File: src/hw/mpmc_pkg.sv
`default_nettype none

package mpmc_pkg;

	// ============================================================
	// Widths
	// ============================================================
	parameter int NUM_CH     = 4;
	parameter int DATA_WIDTH = 128;
	parameter int MASK_WIDTH = DATA_WIDTH / 8;
	parameter int ADDR_WIDTH = 32;
	parameter int AMO_WIDTH  = 64;
	parameter int LANE_BYTES = AMO_WIDTH / 8;

	typedef logic [DATA_WIDTH-1:0] data_t;
	typedef logic [MASK_WIDTH-1:0] mask_t;
	typedef logic [ADDR_WIDTH-1:0] addr_t;
	typedef logic [AMO_WIDTH-1:0]  amo_t;

	// Channel command, PLAIN is a read or write depending on we
	typedef enum logic [3:0] {
		PLAIN = 4'd0,
		ADD   = 4'd1,
		AND   = 4'd2,
		OR    = 4'd3,
		EOR   = 4'd4,
		MINU  = 4'd5,
		MAXU  = 4'd6,
		MIN   = 4'd7,
		MAX   = 4'd8
	} cmd_e;

	typedef enum logic [2:0] {
		IDLE,
		WRITE,
		READ,
		READ_WAIT,
		AMO_CALC,
		AMO_WRITE,
		ACK
	} state_e;

	// Memory user interface command codes
	parameter logic [2:0] APP_CMD_WRITE = 3'd0;
	parameter logic [2:0] APP_CMD_READ  = 3'd1;

endpackage

`default_nettype wire

File: src/hw/mpmc_req_if.sv
`timescale 1ns/1ps
`default_nettype none

// Granted request, latched by the arbiter for the whole transaction
interface mpmc_req_if import mpmc_pkg::*; #(
	parameter int NUM_CH = mpmc_pkg::NUM_CH
) ();
	localparam int PORT_W = $clog2(NUM_CH);

	logic [PORT_W-1:0] port;
	logic              we;
	cmd_e              cmd;
	addr_t             adr;
	data_t             wr_data;
	mask_t             sel;

	modport arbiter (output port, we, cmd, adr, wr_data, sel);

	modport control (input we, cmd);

	modport datapath (input we, cmd, adr, wr_data, sel);

endinterface

`default_nettype wire

File: src/hw/mpmc_state_machine.sv
`timescale 1ns/1ps
`default_nettype none

module mpmc_state_machine import mpmc_pkg::*; #(
	parameter int NUM_CH = mpmc_pkg::NUM_CH
) (
	input  wire logic              mem_ui_clk,
	input  wire logic              mem_ui_rst,
	input  wire logic [NUM_CH-1:0] ch_cyc,
	input  wire logic              app_rdy,
	input  wire logic              app_wdf_rdy,
	input  wire logic              app_rd_data_valid,
	mpmc_req_if.control            req,
	output state_e                 state,
	output logic                   grant_take,
	output logic                   done
);
	state_e next_state;
	logic   granted;
	logic   ack_gap;
	logic   armed;
	logic   cmd_ok;
	logic   wdf_ok;
	logic   cmd_acc;
	logic   wdf_acc;
	logic   write_phase;

	// The acked channel still holds cyc in the cycle after ACK
	assign grant_take = (state == IDLE) && !granted && !ack_gap && (|ch_cyc);
	assign done = (state == ACK);

	// The driver raises its strobes one cycle after the state is entered
	assign write_phase = (state == WRITE) || (state == AMO_WRITE);
	assign cmd_acc = armed && !cmd_ok && app_rdy;
	assign wdf_acc = armed && !wdf_ok && app_wdf_rdy && write_phase;

	always_comb begin
		next_state = state;
		case (state)
			IDLE:
				if (granted)
					next_state = req.we ? WRITE : READ;
			WRITE, AMO_WRITE:
				if ((cmd_ok || cmd_acc) && (wdf_ok || wdf_acc))
					next_state = ACK;
			READ:
				if (cmd_acc)
					next_state = READ_WAIT;
			READ_WAIT:
				if (app_rd_data_valid)
					next_state = (req.cmd == PLAIN) ? ACK : AMO_CALC;
			AMO_CALC:
				next_state = AMO_WRITE;
			ACK:
				next_state = IDLE;
			default:
				next_state = IDLE;
		endcase
	end

	always_ff @(posedge mem_ui_clk) begin
		if (mem_ui_rst) begin
			state <= IDLE;
			granted <= 1'b0;
			ack_gap <= 1'b0;
			armed <= 1'b0;
			cmd_ok <= 1'b0;
			wdf_ok <= 1'b0;
		end else begin
			state <= next_state;
			granted <= grant_take;
			ack_gap <= (state == ACK);
			armed <= (next_state == state);
			if (next_state != state) begin
				cmd_ok <= 1'b0;
				wdf_ok <= 1'b0;
			end else begin
				cmd_ok <= cmd_ok | cmd_acc;
				wdf_ok <= wdf_ok | wdf_acc;
			end
		end
	end

	// ============================================================
	// Assertions
	// ============================================================
	a_state_known: assert property (@(posedge mem_ui_clk) disable iff (mem_ui_rst)
		!$isunknown(state));

	a_done_single: assert property (@(posedge mem_ui_clk) disable iff (mem_ui_rst)
		done |=> !done);

	// Only one read is in flight, so data must find us waiting
	a_rd_valid_wait: assert property (@(posedge mem_ui_clk) disable iff (mem_ui_rst)
		app_rd_data_valid |-> state == READ_WAIT);

endmodule

`default_nettype wire

File: src/flat_wrapper.sv
// flat-port wrapper written by rule: the top's interface ports become plain ports
module mpmc_state_machine_flat import mpmc_pkg::*;
#(
	parameter int NUM_CH = mpmc_pkg::NUM_CH
)
  (mem_ui_clk, mem_ui_rst, ch_cyc, app_rdy, app_wdf_rdy, app_rd_data_valid, state, grant_take, done, req_we, req_cmd);
  mpmc_req_if #(.NUM_CH(NUM_CH)) req_i ();
  input  wire logic mem_ui_clk;
  input  wire logic mem_ui_rst;
  input  wire logic [NUM_CH-1:0] ch_cyc;
  input  wire logic app_rdy;
  input  wire logic app_wdf_rdy;
  input  wire logic app_rd_data_valid;
  output state_e state;
  output logic grant_take;
  output logic done;
  input wire logic [$bits(req_i.we)-1:0] req_we;
  input wire logic [$bits(req_i.cmd)-1:0] req_cmd;
  assign req_i.we = req_we;
  assign req_i.cmd = req_cmd;
  mpmc_state_machine #(.NUM_CH(NUM_CH)) u_core (.mem_ui_clk(mem_ui_clk), .mem_ui_rst(mem_ui_rst), .ch_cyc(ch_cyc), .app_rdy(app_rdy), .app_wdf_rdy(app_wdf_rdy), .app_rd_data_valid(app_rd_data_valid), .req(req_i), .state(state), .grant_take(grant_take), .done(done));
endmodule
File: config.mk
export PLATFORM = sky130hd
export DESIGN_NAME = mpmc_state_machine_flat
export DESIGN_NICKNAME = d
export VERILOG_FILES = /design/src/hw/mpmc_pkg.sv /design/src/hw/mpmc_req_if.sv /design/src/hw/mpmc_state_machine.sv /design/src/flat_wrapper.sv
export SDC_FILE = /design/constraint.sdc
export NUM_CORES = 1
export LEC_CHECK = 0
export BUFFER_PORTS_ARGS = -buffer_cell sky130_fd_sc_hd__buf_2
export CAP_MARGIN = 20
export CORE_AREA = 2 2 39 41
export CTS_CLUSTER_DIAMETER = 200
export CTS_CLUSTER_SIZE = 20
export DETAILED_ROUTE_END_ITERATION = 8
export DIE_AREA = 0 0 41 43
export SLEW_MARGIN = 0
export SYNTH_ARGS = -nofsm -noshare
export SYNTH_HDL_FRONTEND = slang
export SYNTH_SLANG_ARGS = --single-unit
File: constraint.sdc
create_clock -name mem_ui_clk -period 1.46 [get_ports mem_ui_clk]
set_clock_uncertainty 0.2 [all_clocks]
set_input_delay 0.073 -clock mem_ui_clk [delete_from_list [all_inputs] [get_ports mem_ui_clk]]
set_output_delay 0.073 -clock mem_ui_clk [all_outputs]
set_load 0.1 [all_outputs]
After elaboration in Yosys (flattened, before gate mapping)
Cells that the tools add are included.
{"block": "word_totals", "register_bits": 8, "in_bits": 14, "elab_cells": 44}
{"block": "op_classes", "eq_ne": 8, "mux": 7, "bitwise_logic": 2, "reduce_logical": 21}
{"cell": "3-bit case mux with 5 select lines", "count": 1}
{"cell": "3-bit two-way mux", "count": 4}
{"cell": "3-bit == test, second input constant", "count": 3}
{"cell": "1-bit logical AND", "count": 9}
{"cell": "3-bit by 2-bit == test with 1-bit output, second input constant", "count": 2}
{"cell": "1-bit logical NOT", "count": 4}
{"cell": "4-bit logical NOT", "count": 1}
{"cell": "2-bit two-way mux", "count": 2}
{"cell": "2-bit OR reduction", "count": 2}
{"cell": "4-bit OR reduction", "count": 1}
{"cell": "3-bit by 1-bit == test with 1-bit output, second input constant", "count": 1}
{"cell": "3-bit == test", "count": 1}
{"cell": "3-bit logical NOT", "count": 1}
{"cell": "1-bit logical OR", "count": 3}
{"cell": "3-bit != test", "count": 1}
{"cell": "1-bit bitwise OR", "count": 2}

Depth between registers and ports, before layout
Gate-level depths: netlist of the first run.
{"block": "depth", "ltp_word": 10, "ltp_mapped": 5}

Least setup slack after synthesis of the first run
No wires, ideal clock.
{"block": "synth_path", "path_type": "flip-flop to flip-flop", "startpoint": "register u_core.state[2]", "endpoint": "register u_core.ack_gap", "setup_ns": 0.075, "arrival_time_ns": 3.791, "setup_slack_ns": -2.606, "path_stages_with_launch": 4, "path_buffers": 1, "period_less_slack_ns": 4.066, "path_cell_list": "dfxtp_1 > buf_2 > nor3b_1 > nor2b_1"}
{"block": "synth_between", "elab_chain_cells": 1}
{"item": "start, declared", "line_no": "mpmc_state_machine.sv:14", "text": "output state_e state,"}
{"item": "start signal, assigned", "line_no": "mpmc_state_machine.sv:70", "text": "state <= next_state;"}
{"item": "3-bit == test"}
{"item": "net done", "line_no": "flat_wrapper.sv:16", "text": "output logic done;"}
{"item": "end signal, assigned", "line_no": "mpmc_state_machine.sv:72", "text": "ack_gap <= (state == ACK);"}
{"item": "end, declared", "line_no": "mpmc_state_machine.sv:20", "text": "logic ack_gap;"}
The timed path passes the listed nets, and every way through them passes these cells.
A chain may end at the register's enable or synchronous reset.

Worst setup path in the final report of the first run
{"block": "layout_path", "startpoint": "register u_core.state[0]", "endpoint": "output grant_take"}
{"block": "layout_between", "elab_chain_cells": 4}
{"item": "3-bit logical NOT", "line_no": "mpmc_state_machine.sv:29", "text": "assign grant_take = (state == IDLE) && !granted && !ack_gap && (|ch_cyc);"}
{"item": "1-bit logical AND (3 in a row)", "line_no": "mpmc_state_machine.sv:29"}
{"item": "end, declared", "line_no": "flat_wrapper.sv:15", "text": "output logic grant_take;"}
Every way passes these cells.

==> out/results.txt, run 1 <==
xor-xnor portion of the synthesized cell area = 0
cell mode on critical path = nor3_4
status = complete, but fails checks
Seq cells post-synth = 8
H-tree levels = 1
Hold Slack = -0.00581 ns
minimum clock period = 1.63 ns
WP data required = 1.19 ns
initial antenna violation count = 0
FP Rows = 14
maximum fanout along the worst path = 3
post-placement cell count = 88
grt ovf = 0
drt total wl = 1240 um
Ys Warns = 0
WL/cell = 12.8 um
drt first pass iters = 4
P&R area growth vs syn = 72.2%
post-route setup TNS = -0.275 ns
P per Cell Area = 1170 nW/um^2
clk buf depth = 2
crit start category = register
Cells after Synth = 53
routed vias = 549
die area = 1760 um^2
max_cap viols = 0
Fin. Hold Viols = 1
die span in x = 41 um
Nets = 96
Setup WS post-layout = -0.171 ns
Synth Area in Compound Gates = 0.303
Non-Filler Instances = 97
GP Congestion = 0.781
cells along the critical path = nor3_4 > o41ai_2 > nor3_4 > buf_12
Post-Syn Area = 445 um^2
syn_nets = 67
commonest non-fill, non-tap cell in the layout = buf_2
slowest cell on the critical path = dfxtp_4
Placed Area = 674 um^2
hold_sp = ch_cyc[2]
register area = 171 um^2
Slew Limit Fails = 0
Reg clk slew, reported paths = 0.07 ns
IO Count = 19
Tcrit/Tclk final = 1.12
Residual DRC = 0
Hold WC Path Type = in -> reg
Max VDD drop = 569 uV
RSZ-0062 raised after global routing = true
mux cell area share after synthesis = 0
layout cell share with drive strength beyond 1 = 0.469
reg2reg start = u_core.state[1]
worst slew pin tran = 0.441 ns
failing checks = negative hold slack, negative setup slack
CP Capture Type = output port
Leakage Power = 0.317 nW
Syn Area/Cell = 8.40 um^2
Ant. Diodes = 0
Fmax achieved = 613 MHz
chip height = 43 um
pin count of the biggest net entering global routing = 13
clk sinks = 8
Post-Synth Simple-Gate Area = 0.287
first-pass GRT wire length = 2060 um
remaining antenna violation count = 0
detailed placer's ending HPWL = 931 um
endpoints failing setup = 5
Netlist cell types = 27
largest family of logic cells by synthesized area = compound AO/OA/AOI/OAI gates
TritonCTS buffer count = 3
input/output buffers = 18
crit path DAT = 1.36 ns
post-synthesis sequential area ratio = 0.360
CORE AREA = 1380 um^2
hold-critical path endpoint = u_core.granted
most frequent cells in the layout = buf_2, a21oi_1, dfxtp_1
Worst slew margin = 0.703
vias in the first global route = 509
final instance area = 767 um^2
initial drt markers = 3
Initial Util = 0.322
Worst R2R Setup Slack = -0.08 ns
Place WS = 0.0121 ns
Global Route Usage Sum = 0.175
Multi-input gate area = 312 um^2
TritonCTS clock tree = done
crit path kind = reg -> out
vias per inst = 5.66
# fillers = 134
reg2reg path depth = 5
insertion delay to the later sink of the worst-skew pair = 0.26 ns
hold path cells = 3
worst reg2reg path endpoint = u_core.state[0]
Clk Tree Root Cell = clkbuf_4
crit-path max cell delay = 0.36 ns
Synth Area in Adders = 0
## how the worst max path moves through the flow
stage,slack [ns],endpoint,start
global placement,0.02,u_core.state[1],req_cmd[3]
CTS,-0.19,grant_take,u_core.state[2]
floorplan,-0.57,u_core.ack_gap,u_core.state[2]
detailed placement,0.01,u_core.state[1],req_cmd[3]
finish,-0.17,grant_take,u_core.state[0]
global route,-0.24,grant_take,u_core.state[2]
## state kept, by name (all words and copies together) (netlist names)
register / cells
u_core.state: 3
u_core.ack_gap: 1
u_core.armed: 1
u_core.cmd_ok: 1
u_core.granted: 1
u_core.wdf_ok: 1
## routing by layer
layer | GRT usage | wire length (um)
met2 | 0.284 | 647
met1 | 0.202 | 512
met4 | 0.0800 | 0
met5 | 0 | 0
met3 | 0.0471 | 82
## area by class of cell
type,instances,area share
Multi-Input combinational cell,40,0.406
Inverter,2,0.00979
Clock buffer,4,0.0343
Timing Repair Buffer,27,0.300
Sequential cell,8,0.223
Tap cell,16,0.0261
## Yosys cell counts
cell	instances	area (um^2)
o211ai_1	1	7.51
inv_1	2	7.51
o21ai_0	1	5.00
buf_2	3	15.0
nand3_1	2	10.0
nand4bb_1	1	11.3
a31oi_1	2	12.5
o31ai_1	1	7.51
a21oi_1	7	35.0
nor2b_1	2	12.5
or4_4	1	11.3
dfxtp_1	8	160
nor3b_1	1	7.51
nor2_1	3	11.3
nand4b_1	1	8.76
o21ai_1	1	5.00
a311o_1	2	20.0
and4b_1	1	10.0
nor3_1	4	20.0
nand4_1	1	6.26
nor4b_1	1	8.76
nor4_1	1	6.26
a31o_1	1	8.76
a21o_1	2	15.0
o41ai_1	1	8.76
nand2_1	1	3.75
o311a_1	1	10.0
## metrics by stage
step                      power [mW]  hold WS [ns]   util
final                          0.900      -0.00581  0.554
after global routing           0.953        0.0292  0.554
after CTS                      0.898       0.00394  0.544
after detailed placement       0.693         0.118  0.487
after global placement         0.688         0.119  0.487
after floorplan                0.570       -0.0676      -
## critical path: cells and delay by family (launching register included)
| kind | cells | cell delay [ns] |
|---|---|---|
| AOI/OAI and AO/OA | 1 | 0.13 |
| buffers and inverters | 1 | 0.20 |
| and+or+nand+nor | 2 | 0.41 |
| DFF | 1 | 0.36 |
## cells by family after synthesis
kind of cell / Yosys count
AND/OR/NAND/NOR: 20
buffers and inverters: 5
AO/OA/AOI/OAI: 20
flip-flops: 8
## power breakdown
group | total [mW] | switching, mW | internal [mW]
registers | 0.278 | 0.0325 | 0.245
logic | 0.436 | 0.259 | 0.177
clock network | 0.186 | 0.0816 | 0.105
total | 0.900 | 0.373 | 0.527
## what timing repair did
item                                    CTS  global route
gates cloned                              0             0
hold endpoints to repair                  5             0
pin swaps                                 1             3
setup buffers                             3             0
gates resized for setup                   5             4
hold buffers                              3             0
endpoints found under the setup margin    4             9
No activity file was read; power rests on OpenSTA's default activity.
==> run 2: changes to the inputs <==
--- a/config.mk
+++ b/config.mk
@@ -7,12 +7,12 @@
 export LEC_CHECK = 0
 export BUFFER_PORTS_ARGS = -buffer_cell sky130_fd_sc_hd__buf_2
 export CAP_MARGIN = 20
-export CORE_AREA = 2 2 39 41
+export CORE_AREA = 5 5 42 44
 export CTS_CLUSTER_DIAMETER = 200
 export CTS_CLUSTER_SIZE = 20
 export DETAILED_ROUTE_END_ITERATION = 8
-export DIE_AREA = 0 0 41 43
-export SLEW_MARGIN = 0
+export DIE_AREA = 0 0 47 49
+export SLEW_MARGIN = 20
 export SYNTH_ARGS = -nofsm -noshare
 export SYNTH_HDL_FRONTEND = slang
 export SYNTH_SLANG_ARGS = --single-unit
==> out/results.txt, run 2 (synthesized netlist as in run 1, its figures left out) <==
status = complete, but fails checks
failing checks = negative setup slack
Pwr Total = 1.01 mW
WL/cell = 15.6 um
Hold Slack = 0.0171 ns
GP Congestion = 0.834
TritonCTS buffer count = 3
Tcrit/Tclk final = 1.14
max reg flops = 3
Initial Util = 0.318
endpoints failing setup = 8
Hold WC Path Type = in -> reg
remaining antenna violation count = 0
vias in the first global route = 543
Ant. Diodes = 0
routed vias = 595
grt ovf = 0
pin count of the biggest net entering global routing = 9
Largest Register = u_core.state
final core occ = 0.635
reg2reg path depth = 6
Global Route Usage Sum = 0.152
Max VDD drop = 746 uV
minimum clock period = 1.67 ns
crit path kind = reg -> out
vias per inst = 5.61
max_cap viols = 0
clk buf depth = 2
Clk Tree Root Cell = clkbuf_4
post-placement cell count = 89
Setup WS post-layout = -0.210 ns
Residual DRC = 0
Leakage Power = 0.377 nW
die span in x = 47 um
P per Cell Area = 1130 nW/um^2
chip height = 49 um
Nets = 105
insertion delay to the later sink of the worst-skew pair = 0.28 ns
IO Count = 19
detailed placer's ending HPWL = 1020 um
hold path cells = 3
initial drt markers = 16
crit path DAT = 1.40 ns
first-pass GRT wire length = 2530 um
P&R area growth vs syn = 99.7%
worst reg2reg path endpoint = u_core.state[0]
worst slew pin tran = 0.359 ns
Slew Limit Fails = 0
drt total wl = 1650 um
die area = 2300 um^2
reg2reg start = u_core.state[0]
Fin. Hold Viols = 0
WP data required = 1.19 ns
most frequent cells in the layout = buf_4, buf_2, a21oi_1
Non-Filler Instances = 106
FP Rows = 14
RSZ-0062 raised after global routing = true
Reg clk slew, reported paths = 0.08 ns
Worst slew margin = 0.760
layout cell share with drive strength beyond 1 = 0.567
initial antenna violation count = 0
maximum fanout along the worst path = 4
clk sinks = 8
Fmax achieved = 599 MHz
crit start category = register
drt first pass iters = 4
CP Capture Type = output port
Worst R2R Setup Slack = -0.20 ns
CORE AREA = 1400 um^2
H-tree levels = 1
TritonCTS clock tree = done
input/output buffers = 18
hold_sp = ch_cyc[2]
hold-critical path endpoint = u_core.granted
commonest non-fill, non-tap cell in the layout = buf_4
## run 2: what timing repair did
| item | CTS | global route |
|---|---|---|
| setup endpoints to repair | 4 | 8 |
| resized for setup | 5 | 8 |
| hold endpoints to repair | 5 | 0 |
| pin swaps | 8 | 7 |
| hold buffers | 3 | 0 |
| cloned | 0 | 0 |
| setup buffers | 4 | 6 |
## run 2: worst max path at each step
stage	from	endpoint	slack, ns	cells past startpoint
CTS	u_core.state[0]	grant_take	-0.19	4
finish	u_core.state[0]	grant_take	-0.21	4
detailed placement	req_cmd[3]	u_core.state[1]	-0.002	4
floorplan	u_core.state[2]	u_core.ack_gap	-0.57	3
global placement	req_cmd[3]	u_core.state[1]	0.02	4
global route	u_core.state[0]	grant_take	-0.27	4
## run 2: final cells by class
type | count | area [um^2]
clock buffer | 4 | 26.3
fill | 121 | 512
inverter | 2 | 7.51
multi-input combinational | 40 | 362
sequential | 8 | 171
tap | 16 | 20.0
timing repair buffer | 36 | 303
## run 2: power by group
part / switching, mW / internal [mW] / total, mW
sequential: 0.0446 / 0.245 / 0.289
clock: 0.107 / 0.106 / 0.213
combinational: 0.280 / 0.224 / 0.504
total: 0.432 / 0.575 / 1.01
## run 2: through the flow
stage / instance area [um^2] / setup WS, ns / setup TNS [ns]
final: 890 / -0.210 / -0.755
after global routing: 890 / -0.270 / -1.20
after CTS: 801 / -0.192 / -0.440
after detailed placement: 684 / -0.00198 / -0.00198
after global placement: 684 / 0.0222 / 0
after floorplan: 510 / -0.568 / -1.99
## run 2: critical path: stages (launching register included)
cell     delay [ns]
dfxtp_4        0.37
nor3_4         0.24
o41ai_4        0.14
nor3_4         0.17
buf_12         0.20
## run 2: per-layer routing
metal  track usage  vias up  share of wire  wire (um)
li1              -      288              -          -
met1         0.188      275           0.41        669
met2         0.224       25           0.51        839
met3        0.0517        7          0.047         78
met4        0.0829        0          0.038         63
met5             0        -              0          0
==> run 3: changes to the inputs <==
--- a/config.mk
+++ b/config.mk
@@ -12,6 +12,7 @@
 export CTS_CLUSTER_SIZE = 20
 export DETAILED_ROUTE_END_ITERATION = 8
 export DIE_AREA = 0 0 47 49
+export PLACE_DENSITY = 0.66
 export SLEW_MARGIN = 20
 export SYNTH_ARGS = -nofsm -noshare
 export SYNTH_HDL_FRONTEND = slang
==> out/results.txt, run 3 (synthesized netlist as in run 1, its figures left out) <==
crit path DAT = 1.34 ns
Largest Register = u_core.state
CORE AREA = 1400 um^2
Initial Util = 0.318
max_cap viols = 0
WP data required = 1.19 ns
Worst slew margin = 0.680
Hold WC Path Type = in -> reg
pin count of the biggest net entering global routing = 7
cells along the critical path = nor3_4 > o41ai_4 > nor3_4 > buf_12
Max VDD drop = 912 uV
# fillers = 121
GP Congestion = 0.781
crit start category = register
RSZ-0062 raised after global routing = true
CP Capture Type = output port
P per Cell Area = 1120 nW/um^2
die span in x = 47 um
max reg flops = 3
FP Rows = 14
Global Route Usage Sum = 0.125
Slew Limit Fails = 0
Multi-input gate area = 358 um^2
H-tree levels = 1
cell mode on critical path = nor3_4
status = complete, but fails checks
drt first pass iters = 4
grt ovf = 0
input/output buffers = 18
endpoints failing setup = 7
most frequent cells in the layout = buf_2, buf_4, a21oi_1
Nets = 103
clk sinks = 8
Tcrit/Tclk final = 1.11
WL/cell = 13.9 um
Place WS = -0.0260 ns
IO Count = 19
TritonCTS clock tree = done
Ant. Diodes = 0
maximum fanout along the worst path = 2
routed vias = 585
clk buf depth = 2
number of buffers and inverters on the critical path = 1
first-pass GRT wire length = 2150 um
Hold Slack = -0.00886 ns
chip height = 49 um
commonest non-fill, non-tap cell in the layout = buf_2
Clk Tree Root Cell = clkbuf_4
Leakage Power = 0.371 nW
die area = 2300 um^2
initial drt markers = 8
slowest cell on the critical path = dfxtp_4
P&R area growth vs syn = 98.0%
TritonCTS buffer count = 3
vias per inst = 5.63
Fin. Hold Viols = 1
worst slew pin tran = 0.483 ns
insertion delay to the later sink of the worst-skew pair = 0.26 ns
vias in the first global route = 540
layout cell share with drive strength beyond 1 = 0.545
Setup WS post-layout = -0.158 ns
post-route setup TNS = -0.493 ns
failing checks = negative hold slack, negative setup slack
Residual DRC = 0
Fmax achieved = 618 MHz
Reg clk slew, reported paths = 0.06 ns
minimum clock period = 1.62 ns
crit path kind = reg -> out
CP delay by family, top = simple AND/OR/NAND/NOR gates
register area = 171 um^2
remaining antenna violation count = 0
crit-path max cell delay = 0.35 ns
initial antenna violation count = 0
drt total wl = 1440 um
run 3: cell types whose count changed in the layout (fill, tap and decap cells not counted), sizes merged:
cell	before	now
buf	33	31
run 3: final timing paths:
check	from	to	slack, ns	cells after the start
hold reg to reg	u_core.ack_gap	u_core.granted	0.28	1
hold / removal	ch_cyc[2]	u_core.granted	-0.009	3
setup reg to reg	u_core.state[1]	u_core.state[0]	-0.05	6
setup / recovery	u_core.state[1]	grant_take	-0.16	4
run 3: stage by stage:
stage,utilization,power (mW),instances,instance area (um^2)
after floorplan,-,0.570,53,510
after global placement,0.478,0.671,89,669
after detailed placement,0.478,0.675,89,669
after CTS,0.570,0.931,101,798
after global routing,0.629,1.04,104,882
final,0.629,0.986,104,882
run 3: report_power, final:
part	switching (mW)	internal (mW)	leakage, nW	total (mW)
clock	0.0781	0.105	0.0150	0.183
sequential	0.0426	0.245	0.0677	0.288
combinational	0.283	0.233	0.288	0.516
total	0.404	0.583	0.371	0.986
run 3: layer usage:
| layer | vias to the layer above | GRT usage | wire (um) |
|---|---|---|---|
| met5 | - | 0 | 0 |
| met4 | 0 | 0.0599 | 34 |
| met2 | 19 | 0.195 | 749 |
| met1 | 281 | 0.152 | 589 |
| li1 | 279 | - | - |
| met3 | 6 | 0.0369 | 68 |
run 3: worst register-to-register path: stages, from the launching register on:
cell	delay (ns)
dfxtp_4	0.36
buf_4	0.12
buf_6	0.11
nor4b_4	0.19
nand3_2	0.13
a31o_1	0.23
a21oi_1	0.09
run 3: cell type report:
class,instances,area share
Sequential cell,8,0.194
Clock buffer,4,0.0298
Multi-Input combinational cell,40,0.406
Tap cell,16,0.0227
Timing Repair Buffer,34,0.336
Inverter,2,0.0113
run 3: what timing repair did:
item	CTS	global route
endpoints found under the hold margin	5	0
buffers inserted	5	3
pin swaps	6	8
resized for setup	6	14
hold buffers	3	0
endpoints found under the setup margin	4	9
