--- config.mk ---
export PLATFORM = sky130hd
export DESIGN_NAME = mpmc_app_driver_flat
export DESIGN_NICKNAME = d
export VERILOG_FILES = /design/src/hw/mpmc_pkg.sv /design/src/hw/mpmc_req_if.sv /design/src/hw/mpmc_app_driver.sv /design/src/flat_wrapper.sv
export SDC_FILE = /design/constraint.sdc
export NUM_CORES = 1
export LEC_CHECK = 0
export BUFFER_PORTS_ARGS = -buffer_cell sky130_fd_sc_hd__buf_2
export CORE_AREA = 3 3 193 195
export CTS_CLUSTER_DIAMETER = 200
export CTS_CLUSTER_SIZE = 10
export DETAILED_ROUTE_END_ITERATION = 6
export DIE_AREA = 0 0 196 198
export HOLD_SLACK_MARGIN = 0.08
export REMOVE_ABC_BUFFERS = 1
export SETUP_SLACK_MARGIN = 0.05
export SYNTH_ARGS = -nofsm -noshare
export SYNTH_HDL_FRONTEND = slang
export SYNTH_SLANG_ARGS = --single-unit
--- constraint.sdc ---
create_clock -name mem_ui_clk -period 15.2 [get_ports mem_ui_clk]
set_input_delay 3.04 -clock mem_ui_clk [delete_from_list [all_inputs] [get_ports mem_ui_clk]]
set_output_delay 3.04 -clock mem_ui_clk [all_outputs]
set_load 0.01 [all_outputs]
--- src/hw/mpmc_pkg.sv ---
`default_nettype none

package mpmc_pkg;

	// ============================================================
	// Widths
	// ============================================================
	parameter int NUM_CH     = 4;
	parameter int DATA_WIDTH = 128;
	parameter int MASK_WIDTH = DATA_WIDTH / 8;
	parameter int ADDR_WIDTH = 32;
	parameter int AMO_WIDTH  = 64;
	parameter int LANE_BYTES = AMO_WIDTH / 8;

	typedef logic [DATA_WIDTH-1:0] data_t;
	typedef logic [MASK_WIDTH-1:0] mask_t;
	typedef logic [ADDR_WIDTH-1:0] addr_t;
	typedef logic [AMO_WIDTH-1:0]  amo_t;

	// Channel command, PLAIN is a read or write depending on we
	typedef enum logic [3:0] {
		PLAIN = 4'd0,
		ADD   = 4'd1,
		AND   = 4'd2,
		OR    = 4'd3,
		EOR   = 4'd4,
		MINU  = 4'd5,
		MAXU  = 4'd6,
		MIN   = 4'd7,
		MAX   = 4'd8
	} cmd_e;

	typedef enum logic [2:0] {
		IDLE,
		WRITE,
		READ,
		READ_WAIT,
		AMO_CALC,
		AMO_WRITE,
		ACK
	} state_e;

	// Memory user interface command codes
	parameter logic [2:0] APP_CMD_WRITE = 3'd0;
	parameter logic [2:0] APP_CMD_READ  = 3'd1;

endpackage

`default_nettype wire

--- src/hw/mpmc_req_if.sv ---
`timescale 1ns/1ps
`default_nettype none

// Granted request, latched by the arbiter for the whole transaction
interface mpmc_req_if import mpmc_pkg::*; #(
	parameter int NUM_CH = mpmc_pkg::NUM_CH
) ();
	localparam int PORT_W = $clog2(NUM_CH);

	logic [PORT_W-1:0] port;
	logic              we;
	cmd_e              cmd;
	addr_t             adr;
	data_t             wr_data;
	mask_t             sel;

	modport arbiter (output port, we, cmd, adr, wr_data, sel);

	modport control (input we, cmd);

	modport datapath (input we, cmd, adr, wr_data, sel);

endinterface

`default_nettype wire

--- src/hw/mpmc_app_driver.sv ---
`timescale 1ns/1ps
`default_nettype none

module mpmc_app_driver import mpmc_pkg::*; (
	input  wire logic   mem_ui_clk,
	input  wire logic   mem_ui_rst,
	input  wire state_e state,
	input  wire logic   app_rdy,
	input  wire logic   app_wdf_rdy,
	input  wire data_t  amo_beat,
	mpmc_req_if.datapath req,
	output logic        app_en,
	output logic [2:0]  app_cmd,
	output addr_t       app_addr,
	output data_t       app_wdf_data,
	output mask_t       app_wdf_mask,
	output logic        app_wdf_wren,
	output logic        app_wdf_end
);
	logic  cmd_state;
	logic  wr_state;
	logic  cmd_sent;
	logic  wdf_sent;
	mask_t wmask;
	data_t wbeat;
	data_t wfill;

	assign cmd_state = (state == READ) || (state == WRITE) || (state == AMO_WRITE);
	assign wr_state = (state == WRITE) || (state == AMO_WRITE);

	// Atomic writes open only the eight bytes of the chosen lane
	always_comb begin
		if (state == AMO_WRITE) begin
			wbeat = amo_beat;
			wmask = req.adr[3] ? {{LANE_BYTES{1'b0}}, {LANE_BYTES{1'b1}}}
			                   : {{LANE_BYTES{1'b1}}, {LANE_BYTES{1'b0}}};
		end else begin
			wbeat = req.wr_data;
			wmask = ~req.sel;
		end
	end

	// Skipped bytes carry all ones on the bus
	always_comb begin
		for (int i = 0; i < MASK_WIDTH; i++)
			wfill[i*8 +: 8] = wmask[i] ? 8'hFF : wbeat[i*8 +: 8];
	end

	// ============================================================
	// Command and write-data strobes
	// ============================================================
	always_ff @(posedge mem_ui_clk) begin
		if (mem_ui_rst) begin
			app_en <= 1'b0;
			cmd_sent <= 1'b0;
			app_wdf_wren <= 1'b0;
			wdf_sent <= 1'b0;
		end else begin
			if (cmd_state) begin
				cmd_sent <= cmd_sent | (app_en & app_rdy);
				app_en <= !cmd_sent && !(app_en && app_rdy);
			end else begin
				cmd_sent <= 1'b0;
				app_en <= 1'b0;
			end
			if (wr_state) begin
				wdf_sent <= wdf_sent | (app_wdf_wren & app_wdf_rdy);
				app_wdf_wren <= !wdf_sent && !(app_wdf_wren && app_wdf_rdy);
			end else begin
				wdf_sent <= 1'b0;
				app_wdf_wren <= 1'b0;
			end
		end
	end

	// Fields freeze while their strobe is presented
	always_ff @(posedge mem_ui_clk) begin
		if (cmd_state && !app_en) begin
			app_cmd <= (state == READ) ? APP_CMD_READ : APP_CMD_WRITE;
			app_addr <= {req.adr[ADDR_WIDTH-1:4], 4'b0000};
		end
		if (wr_state && !app_wdf_wren) begin
			app_wdf_data <= wfill;
			app_wdf_mask <= wmask;
		end
	end

	// Single-beat transfers, every beat is the last
	assign app_wdf_end = app_wdf_wren;

endmodule

`default_nettype wire

--- src/flat_wrapper.sv ---
// flat-port wrapper written by rule: the top's interface ports become plain ports
module mpmc_app_driver_flat import mpmc_pkg::*;
  (mem_ui_clk, mem_ui_rst, state, app_rdy, app_wdf_rdy, amo_beat, app_en, app_cmd, app_addr, app_wdf_data, app_wdf_mask, app_wdf_wren, app_wdf_end, req_we, req_cmd, req_adr, req_wr_data, req_sel);
  mpmc_req_if req_i ();
  input  wire logic mem_ui_clk;
  input  wire logic mem_ui_rst;
  input  wire state_e state;
  input  wire logic app_rdy;
  input  wire logic app_wdf_rdy;
  input  wire data_t amo_beat;
  output logic app_en;
  output logic [2:0] app_cmd;
  output addr_t app_addr;
  output data_t app_wdf_data;
  output mask_t app_wdf_mask;
  output logic app_wdf_wren;
  output logic app_wdf_end;
  input wire logic [$bits(req_i.we)-1:0] req_we;
  input wire logic [$bits(req_i.cmd)-1:0] req_cmd;
  input wire logic [$bits(req_i.adr)-1:0] req_adr;
  input wire logic [$bits(req_i.wr_data)-1:0] req_wr_data;
  input wire logic [$bits(req_i.sel)-1:0] req_sel;
  assign req_i.we = req_we;
  assign req_i.cmd = req_cmd;
  assign req_i.adr = req_adr;
  assign req_i.wr_data = req_wr_data;
  assign req_i.sel = req_sel;
  mpmc_app_driver u_core (.mem_ui_clk(mem_ui_clk), .mem_ui_rst(mem_ui_rst), .state(state), .app_rdy(app_rdy), .app_wdf_rdy(app_wdf_rdy), .amo_beat(amo_beat), .req(req_i), .app_en(app_en), .app_cmd(app_cmd), .app_addr(app_addr), .app_wdf_data(app_wdf_data), .app_wdf_mask(app_wdf_mask), .app_wdf_wren(app_wdf_wren), .app_wdf_end(app_wdf_end));
endmodule
# == Word-level counts from Yosys, hierarchy flattened ==
# Cells that the tools add are included.
# word_totals
register_bits,179
in_bits,316
output_inout_bits,182
word_cells,54
# op_classes
n_eq_ne,3
mux,4
bitwise_logic,7
n_reduce_logical,17
# ops
operator,count
$mux W128,1
$mux W16,2
$not A16 Y16,1
$logic_and A1 B1 Y1,6
$logic_not A1 Y1,6
$reduce_or A2 Y1,2
$eq A3 B1 Y1 const B,1
$eq A3 B2 Y1 const B,1
$eq A3 B3 Y1 const B,1
$logic_or A1 B1 Y1,3
$and A1 B1 Y1,2
$not A1 Y1,2
$or A1 B1 Y1,2
$mux W1,1

# == Depth between registers and ports, before layout ==
# Gate-level depths: netlist (run 1).
# logic_depth
word_depth,5
depth_mapped,5
ltp_nobuf,2

# == Least setup slack after synthesis (run 1) ==
# No wires, ideal clock.
# synth_path
kind,input-to-reg
start,in state[1]
end,reg u_core.app_wdf_data[0] (enable)
setup_ns,0.650
arrival_ns,9.239
slack_ns,5.311
path_stages,2
path_cell_list,nand2b_1 -> nor2_1
# synth_between
elab_chain_cells,3
word_cells_on_any_way,4
# synth_rtl
element,line,text
from (decl),flat_wrapper.sv:7,input wire state_e state;
$eq A3 B1 Y1 or $eq A3 B3 Y1 (tied branches),mpmc_app_driver.sv:29,assign wr_state = (state == WRITE) || (state == AMO_WRITE);
$logic_or A1 B1 Y1 (*),mpmc_app_driver.sv:29,
$logic_and A1 B1 Y1 (*),mpmc_app_driver.sv:82,if (wr_state && !app_wdf_wren) begin
to (signal assigned),mpmc_app_driver.sv:83,app_wdf_data <= wfill;
to (decl),mpmc_app_driver.sv:15,"output data_t app_wdf_data,"
# Mark *: on every way between the ends. The rest lies on a longest branch, timed or not.
# A chain may end at the register's enable or synchronous reset.

# == Final worst setup path (run 1) ==
# layout_path
start,in state[1]
end,"reg u_core.app_wdf_data[43], data pin"
# layout_between
elab_chain_cells,2
word_cells_on_any_way,3
# layout_rtl
element,line,text
$eq A3 B3 Y1 (*),mpmc_app_driver.sv:33,if (state == AMO_WRITE) begin
$mux W128 or $mux W16 (tied branches),mpmc_app_driver.sv:33,
# Marked as above.

==> metrics, run 1 <==
initial antenna violation count=4; switching share of power=roughly a quarter; PD cells=around 100 nW/um^2; most common flop cell mapped by yosys=edfxtp_1; NumNets Final=about 1400; worst hold margin=~0.5 ns; Final Cycle Share=around 34%; share of cells above drive strength 1=47.0%; Post CTS Setup Buffer Count=0; Initial Utilization=23.7%; Lkg Pwr=5.56 nW; post-synthesis cell type count=21; most frequent CP cell=buf_4; Max-Cap Viols=0; Die X=~200 um; Slew @ Worst Pin=around 1.0 ns; R2R depth=2; area delta synth->final=40.4%; vias in the first global route=6847; Ant. Diodes=0; clk buf depth=2; Seq cells post-synth=between 150 and 200; hold path endpoint=u_core.app_en$_SDFF_PP0_; Hold Path Depth=2; CP startpoint kind=input pin; fraction of registers with async set/reset=0%; EDFF count, synth=173; Sw Pwr=around 0.3 mW; post-cts sizing count=0; Detailed Place HPWL=roughly 21000 um; RR Startpoint=u_core.app_wdf_end$_SDFF_PP0_; DR WL/cell=17.7 um; H-tree depth=4; Logic pwr share=a little over an eighth; setup TNS=0 ns; clock share of power=between 30% and 40%; Hold Crit Class=reg2reg; most frequent cells after synthesis=nor2b_1, edfxtp_1, mux2i_1; pin count of the biggest net entering global routing=83; Multi-input gate area=just under 3000 sq um; post-route antenna net violation count=0; root buf cell=clkbuf_16; TritonCTS Buffers=17; Sink Count=around 180; vias post-DR=around 6600; worst skew pair latency=approximately 0.44 ns; worst vdd ir=between 0.07 and 0.08 mV; most frequent cell after synthesis=nor2b_1; row count=slightly below 70; Clock Skew=approximately 0.0072 ns; Crit Path Max Fanout=62; share of the synthesized area in the top cell type=about three fifths; Finished Core Util=~33%; CTS tree=built; area of the core=approximately 36000 sq um; sequential share of power=49.1%; area leader, netlist=edfxtp_1; first-pass GRT wire length=41200 um; largest cells by area after synthesis=edfxtp_1, mux2i_1, nor2b_1, nor2_1, a21oi_1; detailed-router iteration count before antenna repair=4; Internal=approximately 0.86 mW; worst hold start=u_core.cmd_sent$_SDFF_PP0_; Crit. End Element=flip-flop; Layout fillers=between 3000 and 4000; status=completed; sequential fraction of the synthesis area=between 60% and 70%; Crit Path Class=in2reg; final WL=28000 um; cts hold-fix bufs=0; crit path DAT=approximately 5.3 ns; post-layout min period=5.16 ns; Die H=198 um; number of port buffers=between 400 and 500; final hold vios=0; Final setup viols=0; R2R setup slack=between 10 and 15 ns; DIE AREA=roughly 39000 sq um; FF+latch area=approximately 5300 sq um; 1st-iter DRT viols=about 260; Final Slew Violations=0; routability cong.=0.788; Cells after Synth=632; r2r endpoint=u_core.app_wdf_data[40]$_SDFFCE_PP1P_; worst slew margin relative to its limit=30.8%; drt drc=0; synthesized area=approximately 8400 sq um; Cell Chain, Critical Path=buf_2 -> nand3b_1 -> buf_4 -> buf_4 -> mux2i_1; via-per-instance ratio=between 4 and 5; peak per-stage delay on the critical path=roughly 0.8 ns; synthesized area per cell=13.3 sq um; final total power=about 1.2 mW; I/O pins=about 500; Synth Warn #=0; Req. time, crit path=~15 ns; RSZ-0062 raised after global routing=no; Overflow after GRT=0; Worst-path clk slew=~0.080 ns; CP max-delay cell=buf_4; Max Clock Freq=around 190 MHz; global-route usage over all layers=~14%
## layout make-up
cell class | instances | share of cell area, %
clock inverter | 15 | 1.15
timing repair buffer | 490 | 20.9
tap | 461 | 4.87
inverter | 1 | 0.0317
clock buffer | 17 | 3.59
sequential | 177 | 44.6
multi-input combinational | 420 | 24.9
## registers in the layout, summed over array words and instances, names as in the netlist
signal               count
u_core.app_wdf_data    128
u_core.app_addr         28
u_core.app_wdf_mask     16
u_core.app_cmd           1
u_core.app_en            1
u_core.app_wdf_end       1
u_core.cmd_sent          1
u_core.wdf_sent          1
## power groups by stage
| stage | registers, mW | logic [mW] | clock network (mW) |
|---|---|---|---|
| 2_1_floorplan | 0.598 | 0.0637 | 0 |
| 3_3_place_gp | 0.581 | 0.156 | 0 |
| 3_5_place_dp | 0.582 | 0.158 | 0 |
| 4_1_cts | 0.571 | 0.158 | 0.452 |
| 5_1_grt | 0.573 | 0.171 | 0.471 |
| 6_report | 0.571 | 0.155 | 0.436 |
## worst max path at each step
stage	start	to	slack, ns	cells after the start
2_1_floorplan	state[1]	u_core.app_wdf_data[0]$_SDFFCE_PP1P_	5.31	2
4_1_cts	state[1]	u_core.app_wdf_data[48]$_SDFFCE_PP1P_	10.06	5
5_1_grt	state[1]	u_core.app_wdf_data[42]$_SDFFCE_PP1P_	9.91	5
3_5_place_dp	state[1]	u_core.app_wdf_data[48]$_SDFFCE_PP1P_	9.54	5
6_report	state[1]	u_core.app_wdf_data[43]$_SDFFCE_PP1P_	10.04	5
3_3_place_gp	state[1]	u_core.app_wdf_data[48]$_SDFFCE_PP1P_	9.55	5
## placed cells by master (no fill, tap or decap), types with 3 or more instances in the layout
| master | count |
|---|---|
| nor2b_1 | 192 |
| inv_8 | 4 |
| buf_2 | 482 |
| edfxtp_1 | 173 |
| clkbuf_16 | 17 |
| a21oi_1 | 19 |
| conb_1 | 6 |
| nor2_1 | 64 |
| mux2i_1 | 128 |
| dfxtp_1 | 4 |
| inv_6 | 6 |
| buf_4 | 8 |
| clkinv_4 | 3 |
## per-layer routing
metal	GRT usage, %	vias up	share of wire (%)
met4	3.70	6	1.3
li1	-	3155	-
met2	24.6	331	50
met5	0	-	0.15
met3	5.60	27	9.7
met1	15.8	3110	39
## critical path, delay by kind of cell
family / cells / cell delay, ns
and+or+nand+nor: 1 / 0.52
buffers and inverters: 3 / 1.42
muxes: 1 / 0.19
## through the flow
step                instances  cell area, sq um  setup WS, ns
detailed placement       1549             11300          9.54
floorplan                 598              8200          5.31
finish                   1581             11800         10.04
global route             1581             11800          9.91
global placement         1549             11300          9.55
CTS                      1581             11800         10.06
## logic make-up (layout without fill, tap and decap cells)
kind of cell | count (synthesis) | after routing | share of synthesized area (%)
AOI/OAI and AO/OA | 22 | 22 | 1.38
buffers and inverters | 40 | 523 | 2.98
and+or+nand+nor | 264 | 264 | 17.8
DFF | 177 | 177 | 62.6
other | 1 | 6 | 0.0445
muxes | 128 | 128 | 15.2
(Power assumes the default switching activity.)
==> inputs of run 2 (changes only) <==
Settings changed: ABC_AREA set to 1, CORE_AREA 3 3 193 195 to 3 3 190 192, DIE_AREA 0 0 196 198 to 0 0 193 195.
Clock period 15.2 ns to 5.1 ns, I/O delays scaled along.
==> metrics, run 2 <==
Cells after Synth=1078 (+71%); Overflow after GRT=0 (unchanged); area of the core=34500 sq um (-2.9%); Final Slew Violations=0 (unchanged); synthesized area per cell=8.43 sq um (-37%); Finished Core Util=36.1% (+2.9 points); Crit Path Max Fanout=34 (-45%); CTS tree=built; Initial Utilization=26.3% (+2.6 points); Synth Warn #=0 (unchanged); sequential fraction of the synthesis area=58.0% (-4.6 points); Max Clock Freq=349 MHz; worst slew margin relative to its limit=44.6% (+14 points); most common flop cell mapped by yosys=edfxtp_1; largest cells by area after synthesis=edfxtp_1, nand2_1, inv_1, nand4_1, nand3_1; Hold Crit Class=reg2reg; Seq cells post-synth=177 (unchanged); worst hold margin=0.469 ns (-0.0284 ns); pin count of the biggest net entering global routing=128 (+54%); TritonCTS Buffers=17 (unchanged); final WL=29800 um (+6.3%); row count=68 (-1.4%); Detailed Place HPWL=22500 um (+5.9%); Lkg Pwr=6.83 nW (+23%); 1st-iter DRT viols=327 (+27%); post-layout min period=~2.9 ns; Sink Count=177 (unchanged); CP startpoint kind=input pin; share of the synthesized area in the top cell type=57.2% (-4.5 points); most frequent cells in the layout=buf_2, nand2_1, inv_1; Post CTS Setup Buffer Count=0 (unchanged); Worst-path clk slew=0.08 ns (about the same); PD cells=289 nW/um^2 (+190%); fraction of registers with async set/reset=0% (unchanged); Final Cycle Share=a little under three fifths; routing usage on met2=26.3% (+1.7 points); number of flip-flops in the largest register=128 (unchanged); post-route antenna net violation count=0 (unchanged); crit path DAT=3.15 ns (-2.16 ns); Clock Skew=0.0120 ns (+0.00483 ns); initial antenna violation count=2 (-2); Die H=195 um (-1.5%); worst vdd ir=0.249 mV (+230%); Crit Path Class=in2reg; synthesized area=9090 sq um (+7.9%); H-tree depth=4 (unchanged); RSZ-0062 raised after global routing=no; EDFF count, synth=173 (unchanged); first-pass GRT wire length=43500 um (+5.8%); routability cong.=0.855 (+8.6%); gr busiest metal=met2; post-cts sizing count=0 (unchanged); detailed-router iteration count before antenna repair=5 (+1); Slew @ Worst Pin=0.832 ns (-0.207 ns); area delta synth->final=37.4%; DIE AREA=37600 sq um (-3.0%); Req. time, crit path=5.38 ns (-9.97 ns); Design Area, Final=12500 sq um (+5.5%); largest registers=u_core.app_wdf_data x128, u_core.app_addr x28, u_core.app_wdf_mask x16; DP Area=11900 sq um (+5.3%); vias in the first global route=8003 (+17%); worst skew pair latency=0.43 ns (about the same); clk buf depth=2 (unchanged); most frequent cells after synthesis=nand2_1, inv_1, edfxtp_1; final total power=3.60 mW (+210%); most frequent cell after synthesis=nand2_1; Die X=193 um (-1.5%); status=completed; largest register by flop count=u_core.app_wdf_data; final hold vios=0 (unchanged); NumNets Final=1852 (+30%); GRT met1 Usage=17.4% (+1.6 points); setup TNS=0 ns (unchanged); share of cells above drive strength 1=35.4% (-12 points); I/O pins=498 (unchanged); Ant. Diodes=0 (unchanged); cts hold-fix bufs=0 (unchanged); Max-Cap Viols=0 (unchanged); Crit. End Element=flip-flop; root buf cell=clkbuf_16; post-synthesis cell type count=22 (+4.8%); DR WL/cell=14.9 um (-16%); drt drc=0 (unchanged); Final setup viols=0 (unchanged); grt met3 use=4.13% (-1.5 points); area leader, netlist=edfxtp_1; via-per-instance ratio=4.19 (-0.14%); vias post-DR=8391 (+27%); global-route usage over all layers=15.0% (+0.98 points); number of port buffers=483 (unchanged); commonest non-fill, non-tap cell in the layout=buf_2
run 2: changes by cell type in the layout (fill, tap and decap cells not counted), sizes merged, moves of 3 or more:
| cell | change |
|---|---|
| nand4 | +65 |
| mux2i | -128 |
| nor2 | -59 |
| nor2b | -192 |
| a21oi | -18 |
| buf | +3 |
| nand3 | +67 |
| nand2 | +421 |
| inv | +275 |
run 2: worst paths after layout:
| kind | slack, ns | from | to | cells after the start |
|---|---|---|---|---|
| max | 2.24 | state[1] | u_core.app_wdf_data[76]$_SDFFCE_PP1P_ | 7 |
| min | 0.47 | u_core.wdf_sent$_SDFF_PP0_ | u_core.wdf_sent$_SDFF_PP0_ | 2 |
| max reg2reg | 3.44 | u_core.app_wdf_end$_SDFF_PP0_ | u_core.app_wdf_data[80]$_SDFFCE_PP1P_ | 2 |
| min reg2reg | 0.47 | u_core.wdf_sent$_SDFF_PP0_ | u_core.wdf_sent$_SDFF_PP0_ | 2 |
run 2: cells by family after synthesis:
family | Yosys count | share of synthesized area, %
AOI/OAI and AO/OA | 2 | 0.110
buffers and inverters | 337 | 15.1
DFF | 177 | 58.0
other | 1 | 0.0413
and+or+nand+nor | 561 | 26.7
run 2: through the flow:
stage / setup slack (ns) / std cells
after CTS: 2.22 / 2004
final: 2.24 / 2004
after global routing: 2.08 / 2004
after global placement: 1.74 / 1972
after detailed placement: 1.75 / 1972
after floorplan: -6.67 / 1024
run 2: per-layer routing:
metal	routed length, um	vias to the layer above
met1	11600	3771
met4	816	4
met2	14700	374
li1	-	4200
met5	27	-
met3	2610	42
run 2: worst max-delay path: stages:
cell and delay (ns):
buf_2 0.14, inv_2 0.54, nand3_4 0.55, buf_4 0.43, nand2_1 0.11, nand2_2 0.14
nand2_1 0.19
run 2: cell type report:
cell class / instances / area [sq um]
inverter: 278 / 1040
clock inverter: 15 / 186
fill: 3707 / 22100
clock buffer: 17 / 425
sequential: 177 / 5280
tap: 455 / 569
multi-input combinational: 569 / 2470
timing repair buffer: 493 / 2520
run 2: report_power, final:
part | switching [mW] | internal, mW | total [mW]
Clock | 0.648 | 0.709 | 1.36
Sequential | 0.0183 | 1.69 | 1.71
Combinational | 0.331 | 0.209 | 0.539
==> inputs of run 3 (changes only) <==
Clock period 5.1 ns to 2.76 ns, I/O delays scaled along.
==> metrics, run 3 (same netlist as run 2, synthesis figures left out) <==
R2R depth=2 (unchanged); switching share of power=28.2% (+0.58 points); PD cells=525 nW/um^2 (+82%); DP Area=12000 sq um (+1.1%); commonest non-fill, non-tap cell in the layout=buf_2; cts hold-fix bufs=0 (unchanged); largest registers=u_core.app_wdf_data x128, u_core.app_addr x28, u_core.app_wdf_mask x16; clock share of power=36.9% (-0.8 points); worst hold start=req_adr[10]; RR Startpoint=u_core.app_wdf_end$_SDFF_PP0_; worst skew pair latency=0.43 ns (about the same); Hold Path Depth=1 (-1); Lkg Pwr=6.88 nW (+0.74%); hold path endpoint=u_core.app_addr[10]$_DFFE_PP_; Die H=195 um (unchanged); final hold vios=0 (unchanged); drt drc=0 (unchanged); final WL=30100 um (+0.98%); worst slew margin relative to its limit=58.1% (+14 points); RSZ-0062 raised after global routing=no; Crit. End Element=flip-flop; I/O pins=498 (unchanged); detailed-router iteration count before antenna repair=4 (-1); Sink Count=177 (unchanged); vias post-DR=8408 (+0.20%); Final Cycle Share=66.7%; routability cong.=0.852 (-0.39%); 1st-iter DRT viols=366 (+12%); initial antenna violation count=2 (unchanged); worst vdd ir=0.413 mV (+66%); NumNets Final=1859 (+0.38%); post-cts sizing count=0 (unchanged); DR WL/cell=14.9 um (+0.63%); Req. time, crit path=2.94 ns (-2.44 ns); share of cells above drive strength 1=35.7% (+0.23 points); worst hold margin=0.292 ns (-0.177 ns); pin count of the biggest net entering global routing=80 (-38%); area delta synth->final=38.5%; peak per-stage delay on the critical path=0.57 ns (+0.02 ns); Post CTS Setup Buffer Count=0 (unchanged); sequential share of power=47.7% (+0.3 points); Overflow after GRT=0 (unchanged); most frequent cells in the layout=buf_2, nand2_1, inv_1; Clock Skew=0.00828 ns (-0.00372 ns); number of port buffers=483 (unchanged); R2R setup slack=1.10 ns (-2.34 ns); number of flip-flops in the largest register=128 (unchanged); Final Slew Violations=0 (unchanged); Detailed Place HPWL=23000 um (+2.2%); Ant. Diodes=0 (unchanged); Layout fillers=3618 (-2.4%); vias in the first global route=7995 (-0.10%); Die X=193 um (unchanged); clk buf depth=2 (unchanged); via-per-instance ratio=4.18 (-0.15%); area of the core=34500 sq um (unchanged); CP max-delay cell=nand4_2; Initial Utilization=26.3% (unchanged); first-pass GRT wire length=43900 um (+0.97%); Max-Cap Viols=0 (unchanged); post-route antenna net violation count=0 (unchanged); Sw Pwr=1.87 mW (+87%); root buf cell=clkbuf_16; Hold Crit Class=in2reg; r2r endpoint=u_core.app_wdf_data[21]$_SDFFCE_PP1P_; Crit Path Max Fanout=24 (-29%); status=completed; global-route usage over all layers=15.1% (+0.17 points); TritonCTS Buffers=17 (unchanged); Worst-path clk slew=0.08 ns (about the same); Slew @ Worst Pin=0.627 ns (-0.205 ns); row count=68 (unchanged); Crit Path Class=in2reg; Final setup viols=0 (unchanged); DIE AREA=37600 sq um (unchanged); CP startpoint kind=input pin; Cell Chain, Critical Path=buf_4 -> nand4_2 -> nand2_2 -> nand2_1; H-tree depth=4 (unchanged); largest register by flop count=u_core.app_wdf_data; Logic pwr share=15.4% (+0.4 points); post-layout min period=roughly 1.8 ns; Design Area, Final=12600 sq um (+0.85%); Internal=4.75 mW (+82%); crit path DAT=2.02 ns (-1.13 ns); Max Clock Freq=543 MHz; CTS tree=built
## run 3: cell types whose count changed in the layout (fill, tap and decap cells not counted), sizes merged
cell,delta
buf,+7
bufinv,-1
inv,-1
clkinv,+2
## run 3: stage by stage
| step | total power [mW] | setup WS [ns] | utilization, % | setup TNS [ns] | instances |
|---|---|---|---|---|---|
| after floorplan | 3.71 | -8.54 | - | -1230.34 | 1024 |
| after global placement | 4.24 | 0.475 | 34.7 | 0 | 1979 |
| after detailed placement | 4.25 | 0.375 | 34.7 | 0 | 1979 |
| after CTS | 6.72 | 0.848 | 36.5 | 0 | 2011 |
| after global routing | 6.94 | 0.799 | 36.5 | 0 | 2011 |
| final | 6.61 | 0.918 | 36.5 | 0 | 2011 |
## run 3: power groups by stage
stage               sequential (mW)  clock, mW  combinational, mW
floorplan                      3.32          0              0.384
global placement               3.22          0               1.02
detailed placement             3.22          0               1.03
CTS                            3.16       2.52               1.03
global route                   3.17       2.62               1.15
finish                         3.16       2.44               1.02
## run 3: how the worst max path moves through the flow
stage	from	endpoint	slack, ns	cells past startpoint
floorplan	state[1]	u_core.app_wdf_data[0]$_SDFFCE_PP1P_	-8.54	1
global placement	state[2]	u_core.app_wdf_data[82]$_SDFFCE_PP1P_	0.47	4
detailed placement	state[2]	u_core.app_wdf_data[123]$_SDFFCE_PP1P_	0.37	4
CTS	state[2]	u_core.app_wdf_data[83]$_SDFFCE_PP1P_	0.85	4
global route	state[2]	u_core.app_wdf_data[87]$_SDFFCE_PP1P_	0.80	4
finish	state[2]	u_core.app_wdf_data[127]$_SDFFCE_PP1P_	0.92	4
## run 3: layer usage
layer	track usage, %	vias up	part of all wire (%)
met4	4.82	4	2.3
met5	0	-	0.077
met1	17.7	3768	39
li1	-	4220	-
met3	4.38	33	9.4
met2	26.6	383	49
## run 3: layout make-up
cell class	count	area [sq um]	area share, %
clock buffer	17	425	3.38
sequential	177	5280	41.9
multi-input combinational	569	2470	19.6
clock inverter	15	165	1.31
inverter	278	1040	8.29
timing repair buffer	500	2650	21.0
tap	455	569	4.52
## run 3: worst max-delay path: cells and delay by family
| kind | cells | cell delay (ns) |
|---|---|---|
| and+or+nand+nor | 3 | 1.11 |
| buffers and inverters | 1 | 0.32 |
